<file path="src/spw_tx_pkg.sv">
// Shared definitions for the SpaceWire link transmitter.
// Holds the character widths, control codes, character lengths and the
// state types. Modules refer to these by scoped name.

package spw_tx_pkg;

	// N-char word, bit 8 is the control flag
	typedef logic [8:0] spw_nchar_t;

	typedef logic [7:0] spw_timecode_t;

	// Credit granted by the peer, 0 to 56
	typedef logic [5:0] spw_credit_t;

	// FCTs still owed to the peer
	typedef logic [2:0] spw_fct_cnt_t;

	typedef enum logic [1:0] {
		LINK_START,
		LINK_NULL,
		LINK_NULL_FCT,
		LINK_RUN
	} spw_link_state_e;

	typedef enum logic [2:0] {
		CHAR_NULL,
		CHAR_FCT,
		CHAR_NCHAR,
		CHAR_TIMECODE
	} spw_char_kind_e;

	//--------------------------------------------------------------------------
	// Control codes, sent after the flag bit
	//--------------------------------------------------------------------------
	localparam logic [1:0] CTRL_FCT = 2'b00;
	localparam logic [1:0] CTRL_EOP = 2'b01;
	localparam logic [1:0] CTRL_EEP = 2'b10;
	localparam logic [1:0] CTRL_ESC = 2'b11;

	// Character lengths in bits, parity included
	localparam logic [3:0] LEN_NULL     = 4'd8;
	localparam logic [3:0] LEN_CTRL     = 4'd4;
	localparam logic [3:0] LEN_DATA     = 4'd10;
	localparam logic [3:0] LEN_TIMECODE = 4'd14;

	// One received FCT opens eight N-char slots at the peer
	localparam spw_credit_t CREDIT_PER_FCT = 6'd8;
	localparam spw_credit_t CREDIT_MAX     = 6'd56;

endpackage
</file>
<file path="src/spw_tx_top.sv">
// SpaceWire link transmitter, top level.
// Connects the link FSM, the flow-credit counters and the character
// serializer. The DS pair leaves on tx_dout_o / tx_sout_o, one bit per
// pclk_tx cycle. Producers hold txwrite_i or tick_i until the ready pulse.

module spw_tx_top #(
	parameter int INIT_FCT_COUNT = 7
) (
	input  logic                      pclk_tx,
	input  logic                      enable_tx,

	// Link control from the link interface
	input  logic                      send_null_tx_i,
	input  logic                      send_fct_tx_i,

	// Flow control pulses
	input  logic                      got_fct_i,
	input  logic                      fct_req_i,

	// N-char request
	input  spw_tx_pkg::spw_nchar_t    data_i,
	input  logic                      txwrite_i,

	// Time-code request
	input  spw_tx_pkg::spw_timecode_t timecode_i,
	input  logic                      tick_i,

	output logic                      tx_dout_o,
	output logic                      tx_sout_o,
	output logic                      ready_data_o,
	output logic                      ready_timecode_o
);

	logic                       load;
	spw_tx_pkg::spw_char_kind_e char_kind;
	logic                       char_done;
	logic                       nchar_sent;
	logic                       fct_sent;
	logic                       credit_avail;
	logic                       fct_pending;

	spw_link_fsm #(
		.INIT_FCT_COUNT (INIT_FCT_COUNT)
	) u_link_fsm (
		.pclk_tx          (pclk_tx),
		.enable_tx        (enable_tx),
		.send_null_tx_i   (send_null_tx_i),
		.send_fct_tx_i    (send_fct_tx_i),
		.txwrite_i        (txwrite_i),
		.tick_i           (tick_i),
		.char_done_i      (char_done),
		.credit_avail_i   (credit_avail),
		.fct_pending_i    (fct_pending),
		.load_o           (load),
		.char_kind_o      (char_kind),
		.nchar_sent_o     (nchar_sent),
		.fct_sent_o       (fct_sent),
		.ready_data_o     (ready_data_o),
		.ready_timecode_o (ready_timecode_o)
	);

	// Credit and owed-FCT bookkeeping beside the FSM
	spw_flow_credit u_flow_credit (
		.pclk_tx        (pclk_tx),
		.enable_tx      (enable_tx),
		.got_fct_i      (got_fct_i),
		.fct_req_i      (fct_req_i),
		.nchar_sent_i   (nchar_sent),
		.fct_sent_i     (fct_sent),
		.credit_avail_o (credit_avail),
		.fct_pending_o  (fct_pending)
	);

	spw_char_serializer u_char_serializer (
		.pclk_tx     (pclk_tx),
		.enable_tx   (enable_tx),
		.load_i      (load),
		.char_kind_i (char_kind),
		.data_i      (data_i),
		.timecode_i  (timecode_i),
		.char_done_o (char_done),
		.tx_dout_o   (tx_dout_o),
		.tx_sout_o   (tx_sout_o)
	);

endmodule

</file>
<file path="src/spw_link_fsm.sv">
// Link state machine of the transmitter.
// Walks start, null, null-and-FCT and run, and at each character boundary
// picks the next character kind. Loads coincide with char_done_i so the
// serializer sends characters back to back.

module spw_link_fsm #(
	parameter int INIT_FCT_COUNT = 7
) (
	input  logic                       pclk_tx,
	input  logic                       enable_tx,
	input  logic                       send_null_tx_i,
	input  logic                       send_fct_tx_i,
	input  logic                       txwrite_i,
	input  logic                       tick_i,
	input  logic                       char_done_i,
	input  logic                       credit_avail_i,
	input  logic                       fct_pending_i,
	output logic                       load_o,
	output spw_tx_pkg::spw_char_kind_e char_kind_o,
	output logic                       nchar_sent_o,
	output logic                       fct_sent_o,
	output logic                       ready_data_o,
	output logic                       ready_timecode_o
);

	localparam int FCT_CNT_W = (INIT_FCT_COUNT < 1) ? 1 : $clog2(INIT_FCT_COUNT + 1);

	spw_tx_pkg::spw_link_state_e state_q;
	spw_tx_pkg::spw_link_state_e state_d;
	logic [FCT_CNT_W-1:0]        init_cnt_q;
	logic [FCT_CNT_W-1:0]        init_cnt_d;
	logic                        init_done;

	assign init_done = (init_cnt_q == FCT_CNT_W'(INIT_FCT_COUNT));

	//--------------------------------------------------------------------------
	// Next character selection
	//--------------------------------------------------------------------------
	always_comb
	begin
		state_d          = state_q;
		init_cnt_d       = init_cnt_q;
		load_o           = 1'b0;
		char_kind_o      = spw_tx_pkg::CHAR_NULL;
		nchar_sent_o     = 1'b0;
		fct_sent_o       = 1'b0;
		ready_data_o     = 1'b0;
		ready_timecode_o = 1'b0;

		case (state_q)
			spw_tx_pkg::LINK_START:
			begin
				// Line is idle, first NULL goes out right away
				if (send_null_tx_i)
				begin
					load_o  = 1'b1;
					state_d = spw_tx_pkg::LINK_NULL;
				end
			end
			spw_tx_pkg::LINK_NULL:
			begin
				if (char_done_i)
				begin
					load_o = 1'b1;
					if (send_fct_tx_i)
					begin
						state_d = spw_tx_pkg::LINK_NULL_FCT;
					end
				end
			end
			spw_tx_pkg::LINK_NULL_FCT:
			begin
				if (char_done_i)
				begin
					load_o = 1'b1;
					if (!init_done && send_fct_tx_i)
					begin
						char_kind_o = spw_tx_pkg::CHAR_FCT;
						init_cnt_d  = init_cnt_q + 1'b1;
					end
					else if (init_done && credit_avail_i)
					begin
						state_d = spw_tx_pkg::LINK_RUN;
					end
				end
			end
			spw_tx_pkg::LINK_RUN:
			begin
				// Time code first, then owed FCT, then N-char, else NULL
				if (char_done_i)
				begin
					load_o = 1'b1;
					if (tick_i)
					begin
						char_kind_o      = spw_tx_pkg::CHAR_TIMECODE;
						ready_timecode_o = 1'b1;
					end
					else if (fct_pending_i)
					begin
						char_kind_o = spw_tx_pkg::CHAR_FCT;
						fct_sent_o  = 1'b1;
					end
					else if (txwrite_i && credit_avail_i)
					begin
						char_kind_o  = spw_tx_pkg::CHAR_NCHAR;
						nchar_sent_o = 1'b1;
						ready_data_o = 1'b1;
					end
				end
			end
			default:
			begin
				state_d = spw_tx_pkg::LINK_START;
			end
		endcase
	end

	always_ff @(posedge pclk_tx or negedge enable_tx)
	begin
		if (!enable_tx)
		begin
			state_q    <= spw_tx_pkg::LINK_START;
			init_cnt_q <= '0;
		end
		else
		begin
			state_q    <= state_d;
			init_cnt_q <= init_cnt_d;
		end
	end

	// Loads land on serializer boundaries and the first one on an idle line
	a_load_on_boundary: assert property (
		@(posedge pclk_tx) disable iff (!enable_tx)
		load_o |-> (char_done_i != (state_q == spw_tx_pkg::LINK_START))
	);

endmodule

</file>
<file path="src/spw_flow_credit.sv">
// Flow-control counters of the transmitter.
// Tracks the N-char credit granted by the peer (eight per received FCT)
// and the number of FCTs we still owe the peer for freed receive space.
// All inputs are single-cycle pulses on pclk_tx.

module spw_flow_credit (
	input  logic pclk_tx,
	input  logic enable_tx,
	input  logic got_fct_i,
	input  logic fct_req_i,
	input  logic nchar_sent_i,
	input  logic fct_sent_i,
	output logic credit_avail_o,
	output logic fct_pending_o
);

	spw_tx_pkg::spw_credit_t  credit_q;
	spw_tx_pkg::spw_fct_cnt_t fct_owed_q;

	//--------------------------------------------------------------------------
	// Credit for the peer's receive buffer
	//--------------------------------------------------------------------------
	always_ff @(posedge pclk_tx or negedge enable_tx)
	begin
		if (!enable_tx)
		begin
			credit_q <= '0;
		end
		else
		begin
			case ({got_fct_i, nchar_sent_i})
				2'b10:   credit_q <= credit_q + spw_tx_pkg::CREDIT_PER_FCT;
				2'b01:   credit_q <= credit_q - 6'd1;
				// Grant and send in the same cycle
				2'b11:   credit_q <= credit_q + spw_tx_pkg::CREDIT_PER_FCT - 6'd1;
				default: credit_q <= credit_q;
			endcase
		end
	end

	assign credit_avail_o = (credit_q != '0);

	//--------------------------------------------------------------------------
	// FCTs owed for our own receive buffer
	//--------------------------------------------------------------------------
	always_ff @(posedge pclk_tx or negedge enable_tx)
	begin
		if (!enable_tx)
		begin
			fct_owed_q <= '0;
		end
		else
		begin
			case ({fct_req_i, fct_sent_i})
				2'b10:   fct_owed_q <= fct_owed_q + 3'd1;
				2'b01:   fct_owed_q <= fct_owed_q - 3'd1;
				default: fct_owed_q <= fct_owed_q;
			endcase
		end
	end

	assign fct_pending_o = (fct_owed_q != '0);

	// Peer must never grant more than its buffer holds
	a_credit_max: assert property (
		@(posedge pclk_tx) disable iff (!enable_tx)
		credit_q <= spw_tx_pkg::CREDIT_MAX
	);

	// FSM only sends an N-char while credit is left
	a_no_send_without_credit: assert property (
		@(posedge pclk_tx) disable iff (!enable_tx)
		nchar_sent_i |-> (credit_q != '0)
	);

endmodule

</file>
<file path="src/spw_char_serializer.sv">
// Character serializer with data-strobe encoding.
// On load_i it builds one character (parity, flag, payload) into a shift
// register and sends it LSB first, one bit per cycle. char_done_o marks
// the last bit so the next load follows without a gap. The strobe toggles
// whenever the data bit repeats, so exactly one line changes per bit.

module spw_char_serializer (
	input  logic                       pclk_tx,
	input  logic                       enable_tx,
	input  logic                       load_i,
	input  spw_tx_pkg::spw_char_kind_e char_kind_i,
	input  spw_tx_pkg::spw_nchar_t     data_i,
	input  spw_tx_pkg::spw_timecode_t  timecode_i,
	output logic                       char_done_o,
	output logic                       tx_dout_o,
	output logic                       tx_sout_o
);

	logic [spw_tx_pkg::LEN_TIMECODE-1:0] word_d;
	logic [spw_tx_pkg::LEN_TIMECODE-2:0] shift_q;
	logic [3:0]                          len_d;
	logic [3:0]                          cnt_q;
	logic                                flag_d;
	logic                                pay_par_d;
	logic                                prev_par_q;
	logic [1:0]                          eop_eep_code;
	logic                                busy_q;
	logic                                shift_en;
	logic                                next_bit;

	// Low two bits of a control N-char pick EOP or EEP
	assign eop_eep_code = (data_i[1:0] == 2'b01) ? spw_tx_pkg::CTRL_EEP
	                                             : spw_tx_pkg::CTRL_EOP;

	//--------------------------------------------------------------------------
	// Character build, bit 0 is sent first
	//--------------------------------------------------------------------------
	always_comb
	begin
		word_d    = '0;
		len_d     = spw_tx_pkg::LEN_NULL;
		flag_d    = 1'b1;
		pay_par_d = ^spw_tx_pkg::CTRL_FCT;

		case (char_kind_i)
			spw_tx_pkg::CHAR_FCT:
			begin
				word_d[3:2] = spw_tx_pkg::CTRL_FCT;
				len_d       = spw_tx_pkg::LEN_CTRL;
				pay_par_d   = ^spw_tx_pkg::CTRL_FCT;
			end
			spw_tx_pkg::CHAR_NCHAR:
			begin
				flag_d = data_i[8];
				if (data_i[8])
				begin
					word_d[3:2] = eop_eep_code;
					len_d       = spw_tx_pkg::LEN_CTRL;
					pay_par_d   = ^eop_eep_code;
				end
				else
				begin
					word_d[9:2] = data_i[7:0];
					len_d       = spw_tx_pkg::LEN_DATA;
					pay_par_d   = ^data_i[7:0];
				end
			end
			spw_tx_pkg::CHAR_TIMECODE:
			begin
				// ESC, then a data-form character carrying the time
				word_d[3:2]  = spw_tx_pkg::CTRL_ESC;
				word_d[4]    = ~(^spw_tx_pkg::CTRL_ESC);
				word_d[5]    = 1'b0;
				word_d[13:6] = timecode_i;
				len_d        = spw_tx_pkg::LEN_TIMECODE;
				pay_par_d    = ^timecode_i;
			end
			default:
			begin
				// NULL is ESC followed by FCT
				word_d[3:2] = spw_tx_pkg::CTRL_ESC;
				word_d[4]   = ~((^spw_tx_pkg::CTRL_ESC) ^ 1'b1);
				word_d[5]   = 1'b1;
				word_d[7:6] = spw_tx_pkg::CTRL_FCT;
				len_d       = spw_tx_pkg::LEN_NULL;
				pay_par_d   = ^spw_tx_pkg::CTRL_FCT;
			end
		endcase

		// Parity covers the previous payload and this flag
		word_d[1] = flag_d;
		word_d[0] = ~(prev_par_q ^ flag_d);
	end

	assign char_done_o = busy_q && (cnt_q == 4'd0);
	assign shift_en    = load_i || (busy_q && (cnt_q != 4'd0));
	assign next_bit    = load_i ? word_d[0] : shift_q[0];

	//--------------------------------------------------------------------------
	// Bit counter, parity history and DS line
	//--------------------------------------------------------------------------
	always_ff @(posedge pclk_tx or negedge enable_tx)
	begin
		if (!enable_tx)
		begin
			busy_q     <= 1'b0;
			cnt_q      <= 4'd0;
			prev_par_q <= 1'b0;
			tx_dout_o  <= 1'b0;
			tx_sout_o  <= 1'b0;
		end
		else
		begin
			if (load_i)
			begin
				busy_q     <= 1'b1;
				cnt_q      <= len_d - 4'd1;
				prev_par_q <= pay_par_d;
			end
			else if (char_done_o)
			begin
				busy_q <= 1'b0;
			end
			else if (busy_q)
			begin
				cnt_q <= cnt_q - 4'd1;
			end

			if (shift_en)
			begin
				tx_dout_o <= next_bit;
				// Strobe toggles when data repeats
				if (next_bit == tx_dout_o)
				begin
					tx_sout_o <= ~tx_sout_o;
				end
			end
		end
	end

	// Payload shift register
	always_ff @(posedge pclk_tx)
	begin
		if (load_i)
		begin
			shift_q <= word_d[spw_tx_pkg::LEN_TIMECODE-1:1];
		end
		else if (shift_en)
		begin
			shift_q <= {1'b0, shift_q[spw_tx_pkg::LEN_TIMECODE-2:1]};
		end
	end

	// Every cycle of a busy line moves exactly one wire, with no gap
	a_ds_one_change: assert property (
		@(posedge pclk_tx) disable iff (!enable_tx)
		busy_q |=> ($changed(tx_dout_o) != $changed(tx_sout_o))
	);

endmodule

</file>
<file path="config.mk">
export PLATFORM = sky130hd
export DESIGN_NAME = spw_tx_top
export DESIGN_NICKNAME = d
export VERILOG_FILES = /design/src/spw_tx_pkg.sv /design/src/spw_tx_top.sv /design/src/spw_link_fsm.sv /design/src/spw_flow_credit.sv /design/src/spw_char_serializer.sv
export SDC_FILE = /design/constraint.sdc
export NUM_CORES = 1
export LEC_CHECK = 0
export BUFFER_PORTS_ARGS = -buffer_cell sky130_fd_sc_hd__buf_4
export CORE_ASPECT_RATIO = 0.9
export CORE_MARGIN = 2
export CORE_UTILIZATION = 57
export CTS_CLUSTER_SIZE = 28
export DETAILED_ROUTE_END_ITERATION = 10
export HOLD_SLACK_MARGIN = 0.03
export PLACE_DENSITY = 0.79
export SLEW_MARGIN = 20
export SYNTH_ARGS = -nofsm -noshare
export SYNTH_HDL_FRONTEND = slang
export SYNTH_SLANG_ARGS = --single-unit
</file>
<file path="constraint.sdc">
create_clock -name pclk_tx -period 3.44 [get_ports pclk_tx]
set_input_delay 0.688 -clock pclk_tx [delete_from_list [all_inputs] [get_ports pclk_tx]]
set_output_delay 0.688 -clock pclk_tx [all_outputs]
set_load 0.01 [all_outputs]
</file>
After elaboration in Yosys (flattened, before gate mapping)
Cells that the tools add are included.
Widths: inputs -> output; s select.

word-level totals
  register bits after elaboration = 35
  input port bits = 25
  logic and storage cells = 119

cells by class
  add/subtract/negate cells = 8
  equal/unequal tests = 21
  mux-type cells = 51
  bitwise gates (word level) = 3
  reduce and logical (&&, ||, !) cells = 26

operator list
  kind                 count
  $mux 13              2
  $pmux 4 s3           2
  $mux 1               20
  $mux 4               5
  $mux 2               9
  $pmux 6 s3           1
  $reduce_xor 8->1     2
  $mux 3               4
  $pmux 3 s2           2
  $sub 6x1->6 const B  2
  $eq 2x2->1 const B   5
  $ne 2x2->1 const B   5
  $reduce_bool 3->1    3
  $eq 2x1->1 const B   4
  $pmux 2 s2           2
  $reduce_bool 2->1    4
  $sub 4x1->4 const B  2
  $reduce_and 7->1     1
  $add 3x1->3 const B  2
  $add 6x4->6 const B  1
  $eq 3x2->1 const B   2
  $mux 6               1
  $pmux 2 s3           1
  $reduce_bool 6->1    1
  18 further kinds     26

Logic depth before layout (Yosys ltp)
Gate-level depths: netlist of run 1.

  depth after elaboration = 14
  mapped depth = 11

Hierarchy
A second synthesis of run 1 with hierarchy kept.

second synthesis, totals
  cells, all modules = 210
  area, all modules = 2,258.4 µm²

modules (own cells, without submodules)
  module               times used  cells each  area each (µm²)  sequential area each (µm²)
  spw_char_serializer  1           123         1,302.5          590.6
  spw_flow_credit      1           47          550.5            225.2
  spw_link_fsm         1           40          405.4            125.1

Least setup slack after synthesis of run 1
Ideal clock, no wire load.

  kind = flip-flop to flip-flop
  start point = register u_char_serializer.cnt_q[1]
  end point = register u_flow_credit.fct_owed_q[2]
  arrival = 2,688 ps
  data required time = 3,361 ps
  slack = 673 ps
  stages on the path, launching flop included = 12
  path buffers = 2
  period minus slack after synthesis = 2,767 ps
  path through = dfrtp_1 or4b_1 buf_2 or3b_1 buf_2 nor3_1 ha_1 inv_1 fa_1 xor2_1 nor2_1 xor2_1

on the way
  word-level cells in the longest chain between the ends = 6

ends and longest elaborated chain
  what                                                    line                        text
  start, declared                                         spw_char_serializer.sv:22   logic [3:0] cnt_q;
  start signal, assigned                                  spw_char_serializer.sv:117  cnt_q <= len_d - 4'd1;
  start signal, assigned                                  spw_char_serializer.sv:126  cnt_q <= cnt_q - 4'd1;
  $logic_not 4->1 *                                       spw_char_serializer.sv:95   assign char_done_o = busy_q && (cnt_q == 4'd0);
  $logic_and 1x1->1 *                                     spw_char_serializer.sv:95
  $mux 1 *                                                spw_link_fsm.sv:90          if (char_done_i)
  $mux 1 *                                                spw_link_fsm.sv:50          case (state_q)
  $eq 2x1->1 / $eq 2x2->1 (equally long branches)         spw_flow_credit.sv:54       case ({fct_req_i, fct_sent_i})
  $pmux 3 s2 / $reduce_bool 2->1 (equally long branches)  n/a
  end signal, assigned                                    spw_flow_credit.sv:55       2'b10: fct_owed_q <= fct_owed_q + 3'd1;
  end signal, assigned                                    spw_flow_credit.sv:56       2'b01: fct_owed_q <= fct_owed_q - 3'd1;
  end signal, assigned                                    spw_flow_credit.sv:57       default: fct_owed_q <= fct_owed_q;
  end, declared                                           spw_flow_credit.sv:18       spw_tx_pkg::spw_fct_cnt_t fct_owed_q;

Every way passes the cells marked *; elsewhere a longest branch is shown, timed or not.
A chain may end at the register's enable or synchronous reset.

Worst setup path in the final report of run 1
  start point = register u_flow_credit.credit_q[0]
  end point = output port ready_data_o

on the way
  word-level cells in the longest chain between the ends = 7

ends and longest elaborated chain
  what                    line                   text
  start, declared         spw_flow_credit.sv:17  spw_tx_pkg::spw_credit_t credit_q;
  start signal, assigned  spw_flow_credit.sv:32  2'b10: credit_q <= credit_q + spw_tx_pkg::CREDIT_PER_FCT;
  start signal, assigned  spw_flow_credit.sv:33  2'b01: credit_q <= credit_q - 6'd1;
  start signal, assigned  spw_flow_credit.sv:35  2'b11: credit_q <= credit_q + spw_tx_pkg::CREDIT_PER_FCT - 6'd1;
  $reduce_bool 6->1       spw_flow_credit.sv:41  assign credit_avail_o = (credit_q != '0);
  $logic_and 1x1->1       spw_link_fsm.sv:103    else if (txwrite_i && credit_avail_i)
  $mux 1                  spw_link_fsm.sv:103
  $mux 1                  spw_link_fsm.sv:98     else if (fct_pending_i)
  $mux 1                  spw_link_fsm.sv:93     if (tick_i)
  $mux 1                  spw_link_fsm.sv:90
  $mux 1                  spw_link_fsm.sv:50
  end, declared           spw_tx_top.sv:30       output logic ready_data_o,

No other way between the ends.

==> results of run 1 <==
## cell families (layout without fill, tap and decap cells)
logic type	after synthesis	count (layout)	share of synthesized area, %
adders and majority gates	12	12	7.32
xor gates and xnor gates	27	27	11.0
and+or+nand+nor	62	62	14.8
muxes	8	8	3.89
DFF	35	35	43.7
buffers and inverters	22	52	4.01
AOI/OAI and AO/OA	45	45	15.3
## cells in the mapped netlist (all sizes together), types with 2 or more instances
cell type / count
o41ai: 3
mux2i: 5
clkbuf: 4
a211oi: 3
xor2: 6
a2111oi: 2
dfrtp: 22
ha: 11
and2: 4
or4b: 2
xnor2: 21
buf: 3
and3: 4
o22ai: 2
edfxtp: 13
a21oi: 11
nor2: 12
nor2b: 2
mux2: 3
a22o: 3
o21ai: 8
o31ai: 4
a21o: 4
nand2: 21
nor3: 7
nand2b: 2
inv: 15
## registers in the layout, indices dropped and copies added, names as in the netlist, 2 cells and up
signal	cells
u_char_serializer.cnt_q	4
u_char_serializer.shift_q	13
u_flow_credit.credit_q	6
u_flow_credit.fct_owed_q	3
u_link_fsm.init_cnt_q	3
u_link_fsm.state_q	2
## per-layer routing
layer | vias to the layer above | GRT usage, % | wire (um)
met2 | 31 | 31.1 | 1880
li1 | 802 | - | -
met4 | 0 | 7.35 | 61
met1 | 746 | 30.1 | 1930
met3 | 6 | 7.07 | 181
met5 | - | 0 | 0
## metrics by stage
stage | hold WS, ps | util [%] | cells | area (um2)
global route | 288 | 68.2 | 287 | 2510
CTS | 278 | 68.0 | 287 | 2500
floorplan | 392 | - | 211 | 2150
global placement | 463 | 65.2 | 279 | 2400
finish | 272 | 68.2 | 287 | 2510
detailed placement | 472 | 65.2 | 279 | 2400
## area by class of cell
type / count / share of cell area, %
multi-input cells: 154 / 45.3
flip-flops and latches: 35 / 37.5
repair buffers: 29 / 8.68
clock buffers: 8 / 3.99
well taps: 46 / 2.30
inverters: 15 / 2.25
## report_power, final
group | total (mW) | switching (mW) | internal, mW
logic | 0.765 | 0.417 | 0.348
clock network | 0.332 | 0.150 | 0.183
registers | 0.787 | 0.121 | 0.666
total | 1.88 | 0.688 | 1.20
## how the worst max path moves through the flow
stage / from / endpoint / cells after the start
floorplan: u_char_serializer.cnt_q[1] / u_flow_credit.fct_owed_q[2] / 11
global placement: u_char_serializer.cnt_q[1] / u_flow_credit.fct_owed_q[2] / 9
detailed placement: u_char_serializer.cnt_q[1] / u_flow_credit.fct_owed_q[2] / 9
CTS: u_flow_credit.credit_q[0] / ready_data_o / 7
global route: u_flow_credit.credit_q[0] / ready_data_o / 7
finish: u_flow_credit.credit_q[0] / ready_data_o / 7
==> impl_metrics.csv, run 1 <==
group,metric,value,unit
yosys,yosysUniqueCellTypes,45,
yosys,netlist_instances,211,
yosys,synthFlopType,"dfrtp_1",
cells_and_area,diodes,0,
worst_setup_path,cp_data_required_time,2750,ps
yosys,ys_ff_latch,35,
yosys,syn_avg_cell_area,10.2,um2
clocking,cts_tree,"built",
clocking,cts_setup_buffers,0,
yosys,syn-num-nets,248,
clocking,clk_path_buf_depth,2,
detailed_routing,drc,0,
clocking,hold_buffers,0,
cells_and_area,layout_common_cells,"buf_4, dfrtp_1, nand2_1, xnor2_1, inv_1",
detailed_routing,vias,1585,
timing,grt_setup_unrepaired,"no",
clocking,root_buffer,"clkbuf_8",
timing,max_slew_margin,41.3,%
die,die_x,68.8,um
yosys,synth_edf_count,13,
cells_and_area,layout_commonest_cell,"buf_4",
timing,finalSetupTns,0,ps
yosys,async_reset_ff_share,62.9,%
clocking,cts_made_buffers,5,
detailed_routing,wire_per_inst,14.1,um
power_and_ir_drop,finalPower,1.88,mW
power_and_ir_drop,pwr_density_cell,752,mW/mm2
yosys,synth_area_leaders,"dfrtp_1, edfxtp_1, xnor2_1, ha_1, nand2_1",
global_routing,track_usage,21.5,%
timing,setup_violations,0,
timing,fmax,0.330,GHz
detailed_routing,dr.pass1.iters,4,
timing,fin_ws,405,ps
die,die_area,0.00429,mm2
yosys,seq_area_frac_synth,43.7,%
worst_setup_path,critPathKind,"reg2out",
timing,tightest_slew,880,ps
timing,clock_skew,3.06,ps
worst_setup_path,crit_buf_inv,2,
detailed_routing,drt_iter0_drc,111,
cells_and_area,area.sequential,941,um2
clocking,cts_htree_levels,2,
global_routing,antenna_found_initial,0,
worst_setup_path,cp-start-kind,"register",
power_and_ir_drop,ir_worst_vdd,0.336,mV
placed_design,dpl.hpwl,3020,um
worst_setup_path,crit_family,"simple AND/OR/NAND/NOR gates",
yosys,synth_top_area_share,25.6,%
clocking,cts-resized-gates,0,
power_and_ir_drop,power.leakage,1.10,nW
worst_setup_path,cp_slowest_cell,"or4b_2",
worst_setup_path,end_kind,"output pin",
timing,finalCritPeriodShare,88.2,%
worst_setup_path,worstPathArrival,2350,ps
worst_setup_path,crit_fanout,3,
timing,hold_viol,0,
placed_design,dp_slack,512,ps
yosys,synth_area,0.00215,mm2
die,num_rows,21,
die,coreArea,0.00368,mm2
outcome,status,"finished, final reports clean",
worst_setup_path,r2r_cells,9,
yosys,yosysTopAreaCell,"dfrtp_1",
cells_and_area,drive_gt1_share,19.9,%
global_routing,grt_pass1_vias,1437,
yosys,yosysWarnings,0,
worst_setup_path,rrSetupSlack,510,ps
cells_and_area,fin_nets,277,
cells_and_area,area_growth,16.4,%
placed_design,gp_congestion,0.775,
job,drv_cap,0,
worst_setup_path,critPathMaxStageDelay,600,ps
detailed_routing,via_per_inst,5.52,
worst_setup_path,r2r_start,"u_char_serializer.cnt_q[1]",
worst_setup_path,r2r-end,"u_flow_credit.fct_owed_q[2]",
global_routing,grt_max_degree,27,
global_routing,grt-ovfl-total,0,
die,die_h,62.3,um
detailed_routing,ant_nets,0,
clocking,clk_pin_slew,70,ps
die,io_pins,29,
clocking,insertion_delay,290,ps
cells_and_area,num-fill-cells,295,
die,start_util,58.6,%
global_routing,grt_pass1_wl,6730,um
timing,period_needed,3030,ps
worst_hold_path,hp-class,"in2async",
worst_setup_path,path_cells,"inv_1 -> ha_1 -> or4b_2 -> or2_2 -> nor2b_1 -> and4_1 -> buf_4",
placed_design,port_buffers,28,
detailed_routing,wl,4050,um
clocking,numClockSinks,35,
timing,maxSlewViolCount,0,
cells_and_area,multi_input_area,0.00113,mm2
(Power assumes the default switching activity.)
==> run 2: changes to the inputs <==
--- a/config.mk
+++ b/config.mk
@@ -8,11 +8,12 @@
 export BUFFER_PORTS_ARGS = -buffer_cell sky130_fd_sc_hd__buf_4
 export CORE_ASPECT_RATIO = 0.9
 export CORE_MARGIN = 2
-export CORE_UTILIZATION = 57
+export CORE_UTILIZATION = 52
 export CTS_CLUSTER_SIZE = 28
 export DETAILED_ROUTE_END_ITERATION = 10
 export HOLD_SLACK_MARGIN = 0.03
-export PLACE_DENSITY = 0.79
+export PLACE_DENSITY = 0.76
+export SKIP_LAST_GASP = 1
 export SLEW_MARGIN = 20
 export SYNTH_ARGS = -nofsm -noshare
 export SYNTH_HDL_FRONTEND = slang
==> constraint.sdc (replaced) <==
create_clock -name pclk_tx -period 2.72 [get_ports pclk_tx]
set_input_delay 0.544 -clock pclk_tx [delete_from_list [all_inputs] [get_ports pclk_tx]]
set_output_delay 0.544 -clock pclk_tx [all_outputs]
set_load 0.01 [all_outputs]
==> run 2 against run 1 <==
Worst hold slack worse by 140 ps. Register-to-register slack worse by 400 ps. Clock-buffer cell count is 1 lower. Combinational power grew 41%. Cell count is 4.2% higher. Worst setup slack got worse by 370 ps. Sequential share of layout area down 1.2 points. Total power increased by 29%. Die area is 9.0% higher. Critical path type unchanged. Critical endpoint unchanged. Largest cell class unchanged. Largest power group is now combinational cells.
==> impl_metrics.csv, run 2 (same netlist as run 1, synthesis figures left out) <==
group,metric,value,unit
worst_setup_path,cp_slowest_cell,"or4b_4",
cells_and_area,area_growth,20.2,%
die,num_rows,22,
timing,period_needed,2690,ps
clocking,cts_tree,"built",
cells_and_area,fin_nets,287,
worst_setup_path,critPathKind,"reg2out",
worst_setup_path,cp_data_required_time,2180,ps
clocking,numClockSinks,35,
placed_design,port_buffers,28,
clocking,cts_made_buffers,5,
cells_and_area,diodes,0,
clocking,root_buffer,"clkbuf_8",
die,coreArea,0.00402,mm2
power_and_ir_drop,power.leakage,1.13,nW
timing,setup_violations,0,
cells_and_area,multi_input_area,0.00116,mm2
die,die_h,65.1,um
global_routing,track_usage,20.6,%
cells_and_area,fin_util,64.4,%
cells_and_area,largest_register_ffs,13,
timing,fin_hold_ws,132,ps
cells_and_area,stdcell_area,0.00259,mm2
power_and_ir_drop,pwr_density_cell,942,mW/mm2
die,die_x,71.9,um
detailed_routing,drc,0,
job,drv_cap,0,
detailed_routing,wire_per_inst,14.6,um
cells_and_area,drive_gt1_share,25.1,%
timing,clock_skew,8.29,ps
timing,hold_viol,0,
power_and_ir_drop,ir_worst_vdd,0.560,mV
clocking,clk_path_buf_depth,2,
global_routing,grt_pass1_vias,1618,
timing,maxSlewViolCount,0,
die,die_area,0.00467,mm2
worst_setup_path,path_cells,"inv_2 -> ha_2 -> or4b_4 -> or2_4 -> nor2b_1 -> and4_1 -> buf_4",
outcome,status,"finished, final reports clean",
worst_setup_path,critPathMaxStageDelay,460,ps
placed_design,dpl.hpwl,3300,um
die,start_util,53.6,%
worst_hold_path,hp-class,"in2async",
worst_setup_path,cp-start-kind,"register",
detailed_routing,ant_nets,0,
detailed_routing,vias,1633,
worst_setup_path,crit_fanout,3,
worst_setup_path,r2r_start,"u_char_serializer.cnt_q[1]",
clocking,insertion_delay,300,ps
cells_and_area,area.sequential,941,um2
global_routing,grt_max_degree,26,
timing,fmax,0.372,GHz
worst_setup_path,worstSetupStartpoint,"u_flow_credit.credit_q[0]",
global_routing,antenna_found_initial,0,
detailed_routing,wl,4370,um
global_routing,grt_pass1_wl,7360,um
cells_and_area,layout_commonest_cell,"buf_4",
worst_setup_path,end_kind,"output pin",
worst_setup_path,worstPathArrival,2140,ps
timing,max_slew_margin,61.6,%
cells_and_area,top_regs,"u_char_serializer.shift_q (13), u_flow_credit.credit_q (6), u_char_serializer.cnt_q (4)",
clocking,clk_pin_slew,70,ps
placed_design,gp_congestion,0.783,
global_routing,grt-ovfl-total,0,
placed_design,dpl_cell_area,0.00247,mm2
timing,finalCritPeriodShare,98.7,%
cells_and_area,layout_common_cells,"buf_4, dfrtp_1, nand2_1, xnor2_1, inv_1",
cells_and_area,num-fill-cells,328,
cells_and_area,regMostFlops,"u_char_serializer.shift_q",
timing,tightest_slew,571,ps
timing,grt_setup_unrepaired,"yes",
detailed_routing,drt_iter0_drc,74,
detailed_routing,dr.pass1.iters,4,
die,io_pins,29,
detailed_routing,via_per_inst,5.46,
clocking,cts_htree_levels,2,
## run 2: cell types whose count changed in the layout (fill, tap and decap cells not counted), moves of 2 or more
cell / previous run / this run
ha_1: 11 / 9
ha_2: 0 / 2
buf_4: 29 / 39
or4b_4: 0 / 2
clkbuf_8: 7 / 5
## run 2: layout make-up
class                   count  share of cell area (%)
multi-input cells         154                    44.7
flip-flops and latches     35                    36.3
repair buffers             39                    11.3
clock buffers               7                    2.95
well taps                  48                    2.32
inverters                  15                    2.17
clock inverters             1                   0.193
## run 2: final timing paths
path | to | cells after the start | slack, ps
max | ready_data_o | 7 | 30
min | u_char_serializer.tx_dout_o | 1 | 130
max reg2reg | u_flow_credit.fct_owed_q[2] | 9 | 110
min reg2reg | u_char_serializer.tx_sout_o | 1 | 480
max in group asynchronous | u_flow_credit.fct_owed_q[0] | 1 | 2350
min in group pclk_tx | u_char_serializer.tx_sout_o | 1 | 480
## run 2: metal layers
| metal | GRT usage (%) | part of all wire [%] |
|---|---|---|
| met4 | 7.08 | 1.0 |
| met5 | 0 | 0 |
| met2 | 32.6 | 46 |
| met3 | 4.82 | 4.4 |
| met1 | 27.7 | 48 |
## run 2: metrics by stage
stage          TNS, ps  setup WS [ps]  power [mW]  std cells
2_1_floorplan    -15.1          -15.1        1.72        211
5_1_grt          -27.1          -16.1        2.63        299
3_5_place_dp         0           29.4        2.06        289
4_1_cts              0           11.8        2.43        297
6_report             0           34.7        2.44        299
3_3_place_gp         0            114        2.00        289
## run 2: critical path: cells and delay by family, from the launching register on
kind | cells | cell delay [ps]
buffers and inverters | 2 | 220
DFF | 1 | 400
and+or+nand+nor | 4 | 1050
adders and majority gates | 1 | 180
## run 2: repair_timing
| item | CTS | global route |
|---|---|---|
| gates resized for setup | 4 | 3 |
| hold buffers | 0 | 0 |
| setup buffers | 0 | 2 |
| pin swaps | 0 | 4 |
| endpoints found under the setup margin | 1 | 4 |
## run 2: power by group
group	internal (mW)	total [mW]	switching (mW)
sequential	0.845	0.986	0.141
clock	0.180	0.374	0.194
combinational	0.505	1.08	0.575
==> run 3: changes to the inputs <==
--- a/config.mk
+++ b/config.mk
@@ -5,10 +5,11 @@
 export SDC_FILE = /design/constraint.sdc
 export NUM_CORES = 1
 export LEC_CHECK = 0
+export ABC_AREA = 1
 export BUFFER_PORTS_ARGS = -buffer_cell sky130_fd_sc_hd__buf_4
 export CORE_ASPECT_RATIO = 0.9
 export CORE_MARGIN = 2
-export CORE_UTILIZATION = 52
+export CORE_UTILIZATION = 53
 export CTS_CLUSTER_SIZE = 28
 export DETAILED_ROUTE_END_ITERATION = 10
 export HOLD_SLACK_MARGIN = 0.03
@@ -17,4 +18,5 @@
 export SLEW_MARGIN = 20
 export SYNTH_ARGS = -nofsm -noshare
 export SYNTH_HDL_FRONTEND = slang
+export SYNTH_HIERARCHICAL = 1
 export SYNTH_SLANG_ARGS = --single-unit
==> run 3 against run 2 <==
Non-clock buffer count shrank 8. Largest power group unchanged. Total power grew 2.9%. Via count grew 35%. Clock-buffer cell count shrank 1. Critical endpoint is now u_char_serializer/cnt_q[2].
==> impl_metrics.csv, run 3 <==
group,metric,value,unit
placed_design,gp_congestion,0.861,
cells_and_area,drive_gt1_share,16.4,%
timing,hold_viol,0,
die,num_rows,24,
worst_setup_path,cp_data_required_time,2890,ps
detailed_routing,drt_iter0_drc,146,
worst_setup_path,path_cells,"nor2_1 -> nand3_1 -> nor2_1 -> nand2_1 -> inv_1 -> nand4_1 -> o21ai_0 -> inv_1 -> nor2_4 -> o21ai_2 -> nand2_1 -> o21ai_2 -> ha_1 -> xor2_1 -> nand2_1 -> o21ai_2",
cells_and_area,area_growth,13.3,%
yosys,synth_area_leaders,"dfrtp_1, nand2_1, edfxtp_1, inv_1, ha_1",
cells_and_area,layout_commonest_cell,"nand2_1",
die,die_area,0.00544,mm2
cells_and_area,fin_util,61.2,%
clocking,root_buffer,"clkbuf_8",
cells_and_area,regMostFlops,"u_char_serializer/shift_q",
yosys,ys_ff_latch,35,
worst_setup_path,cp_slowest_cell,"dfrtp_1",
cells_and_area,fin_nets,421,
cells_and_area,largest_register_ffs,13,
clocking,numClockSinks,35,
yosys,async_reset_ff_share,62.9,%
job,drv_cap,0,
worst_setup_path,crit_family,"simple AND/OR/NAND/NOR gates",
clocking,cts_htree_levels,2,
yosys,yosysWarnings,6,
global_routing,grt_max_degree,23,
worst_setup_path,end_kind,"register",
clocking,cts_tree,"built",
die,die_x,77.5,um
yosys,syn-num-nets,390,
cells_and_area,layoutNonFillerInstCount,448,
worst_setup_path,r2r_cells,16,
global_routing,antenna_found_initial,0,
timing,grt_setup_unrepaired,"no",
worst_setup_path,crit_buf_inv,2,
clocking,clk_pin_slew,70,ps
detailed_routing,via_per_inst,4.94,
cells_and_area,diodes,0,
worst_hold_path,hp-class,"in2async",
worst_setup_path,r2r-end,"u_char_serializer/cnt_q[2]",
global_routing,grt_pass1_wl,9230,um
detailed_routing,drc,0,
yosys,synth.most_common_cell,"nand2_1",
power_and_ir_drop,power.leakage,1.57,nW
timing,clock_skew,6.65,ps
yosys,seq_area_frac_synth,36.5,%
yosys,synth_top_area_share,21.3,%
placed_design,dpl.hpwl,4030,um
yosys,synth_area,0.00258,mm2
clocking,cts_setup_buffers,0,
die,die_h,70.2,um
yosys,synth_edf_count,13,
placed_design,dp_cells,440,
detailed_routing,vias,2212,
worst_setup_path,worstPathArrival,2640,ps
detailed_routing,wl,5150,um
outcome,status,"finished, final reports clean",
worst_setup_path,crit_fanout,5,
timing,fin_hold_ws,139,ps
die,start_util,54.0,%
cells_and_area,layout_common_cells,"nand2_1, inv_1, buf_4",
timing,period_needed,2470,ps
cells_and_area,top_regs,"u_char_serializer/shift_q (13), u_flow_credit/credit_q (6), u_char_serializer/cnt_q (4)",
yosys,yosysUniqueCellTypes,38,
timing,finalSetupTns,0,ps
yosys,syn_avg_cell_area,7.35,um2
timing,setup_violations,0,
timing,fmax,0.404,GHz
power_and_ir_drop,ir_worst_vdd,0.535,mV
detailed_routing,wire_per_inst,11.5,um
worst_setup_path,cp-start-kind,"register",
timing,finalCritPeriodShare,90.9,%
worst_setup_path,critPathKind,"reg2reg",
worst_setup_path,critPathMaxStageDelay,400,ps
yosys,netlist_instances,351,
detailed_routing,dr.pass1.iters,4,
placed_design,port_buffers,28,
yosys,synth_common_cells,"nand2_1, inv_1, nand3_1, dfrtp_1",
power_and_ir_drop,pwr_density_cell,860,mW/mm2
worst_setup_path,rrSetupSlack,250,ps
yosys,synthFlopType,"dfrtp_1",
timing,maxSlewViolCount,0,
die,coreArea,0.00477,mm2
die,io_pins,29,
global_routing,track_usage,21.3,%
global_routing,grt_pass1_vias,2130,
clocking,cts_made_buffers,5,
worst_setup_path,r2r_start,"u_char_serializer/cnt_q[1]",
yosys,yosysTopAreaCell,"dfrtp_1",
clocking,insertion_delay,290,ps
worst_setup_path,worstSetupStartpoint,"u_char_serializer/cnt_q[1]",
detailed_routing,ant_nets,0,
global_routing,grt-ovfl-total,0,
clocking,clk_path_buf_depth,2,
run 3: timing repair:
action | in CTS | in global routing
hold buffers | 0 | 0
gates resized for setup | 0 | 1
setup endpoints to repair | 0 | 1
run 3: worst max path at each step:
| stage | cells past startpoint | to | slack [ps] |
|---|---|---|---|
| finish | 16 | u_char_serializer/cnt_q[2] | 250 |
| global placement | 13 | u_char_serializer/cnt_q[2] | 380 |
| detailed placement | 16 | u_char_serializer/cnt_q[2] | 310 |
| global route | 16 | u_char_serializer/cnt_q[2] | 30 |
| floorplan | 16 | u_char_serializer/cnt_q[2] | 440 |
| CTS | 8 | ready_data_o | 110 |
run 3: power breakdown:
group	switching (mW)	internal [mW]	total, mW
Sequential	0.133	0.807	0.940
Combinational	0.752	0.463	1.22
Clock	0.181	0.175	0.356
Total	1.07	1.44	2.51
run 3: area by class of cell:
type,count,area [um2]
fillers,433,1850
clock inverters,2,7.51
flip-flops and latches,35,941
inverters,56,213
multi-input cells,253,1370
well taps,65,81.3
repair buffers,31,233
clock buffers,6,72.6
run 3: cells by family (layout without fill, tap and decap cells):
kind of cell	after synthesis	count (layout)	synth area share [%]
compound gates	34	34	8.69
xor+xnor	16	16	5.43
fa+ha+maj	14	14	7.08
buf+inv	63	95	10.3
flops	35	35	36.5
other cells	1	1	0.145
simple gates	188	188	31.8
run 3: worst reg2reg max path: stages (launching register included):
cell and delay, ps:
dfrtp_1 400, nor2_1 120, nand3_1 150, nor2_1 160, nand2_1 120, inv_1 90, nand4_1 110, o21ai_0 160
inv_1 140, nor2_4 160, o21ai_2 90, nand2_1 90, o21ai_2 80, ha_1 220, xor2_1 160, nand2_1 70
o21ai_2 60
run 3: routing by layer:
metal / routed length, um / up-vias / track usage [%]
li1: - / 1166 / -
met1: 2540 / 1000 / 29.4
met2: 2370 / 41 / 34.4
met3: 198 / 5 / 3.88
met4: 48 / 0 / 6.15
met5: 0 / - / 0
run 3: through the flow:
step	cell area (um2)	setup slack [ps]	power, mW
after floorplan	2580	442	1.87
after global placement	2840	381	2.11
after detailed placement	2840	310	2.15
after CTS	2920	109	2.53
after global routing	2920	34.6	2.77
final	2920	247	2.51
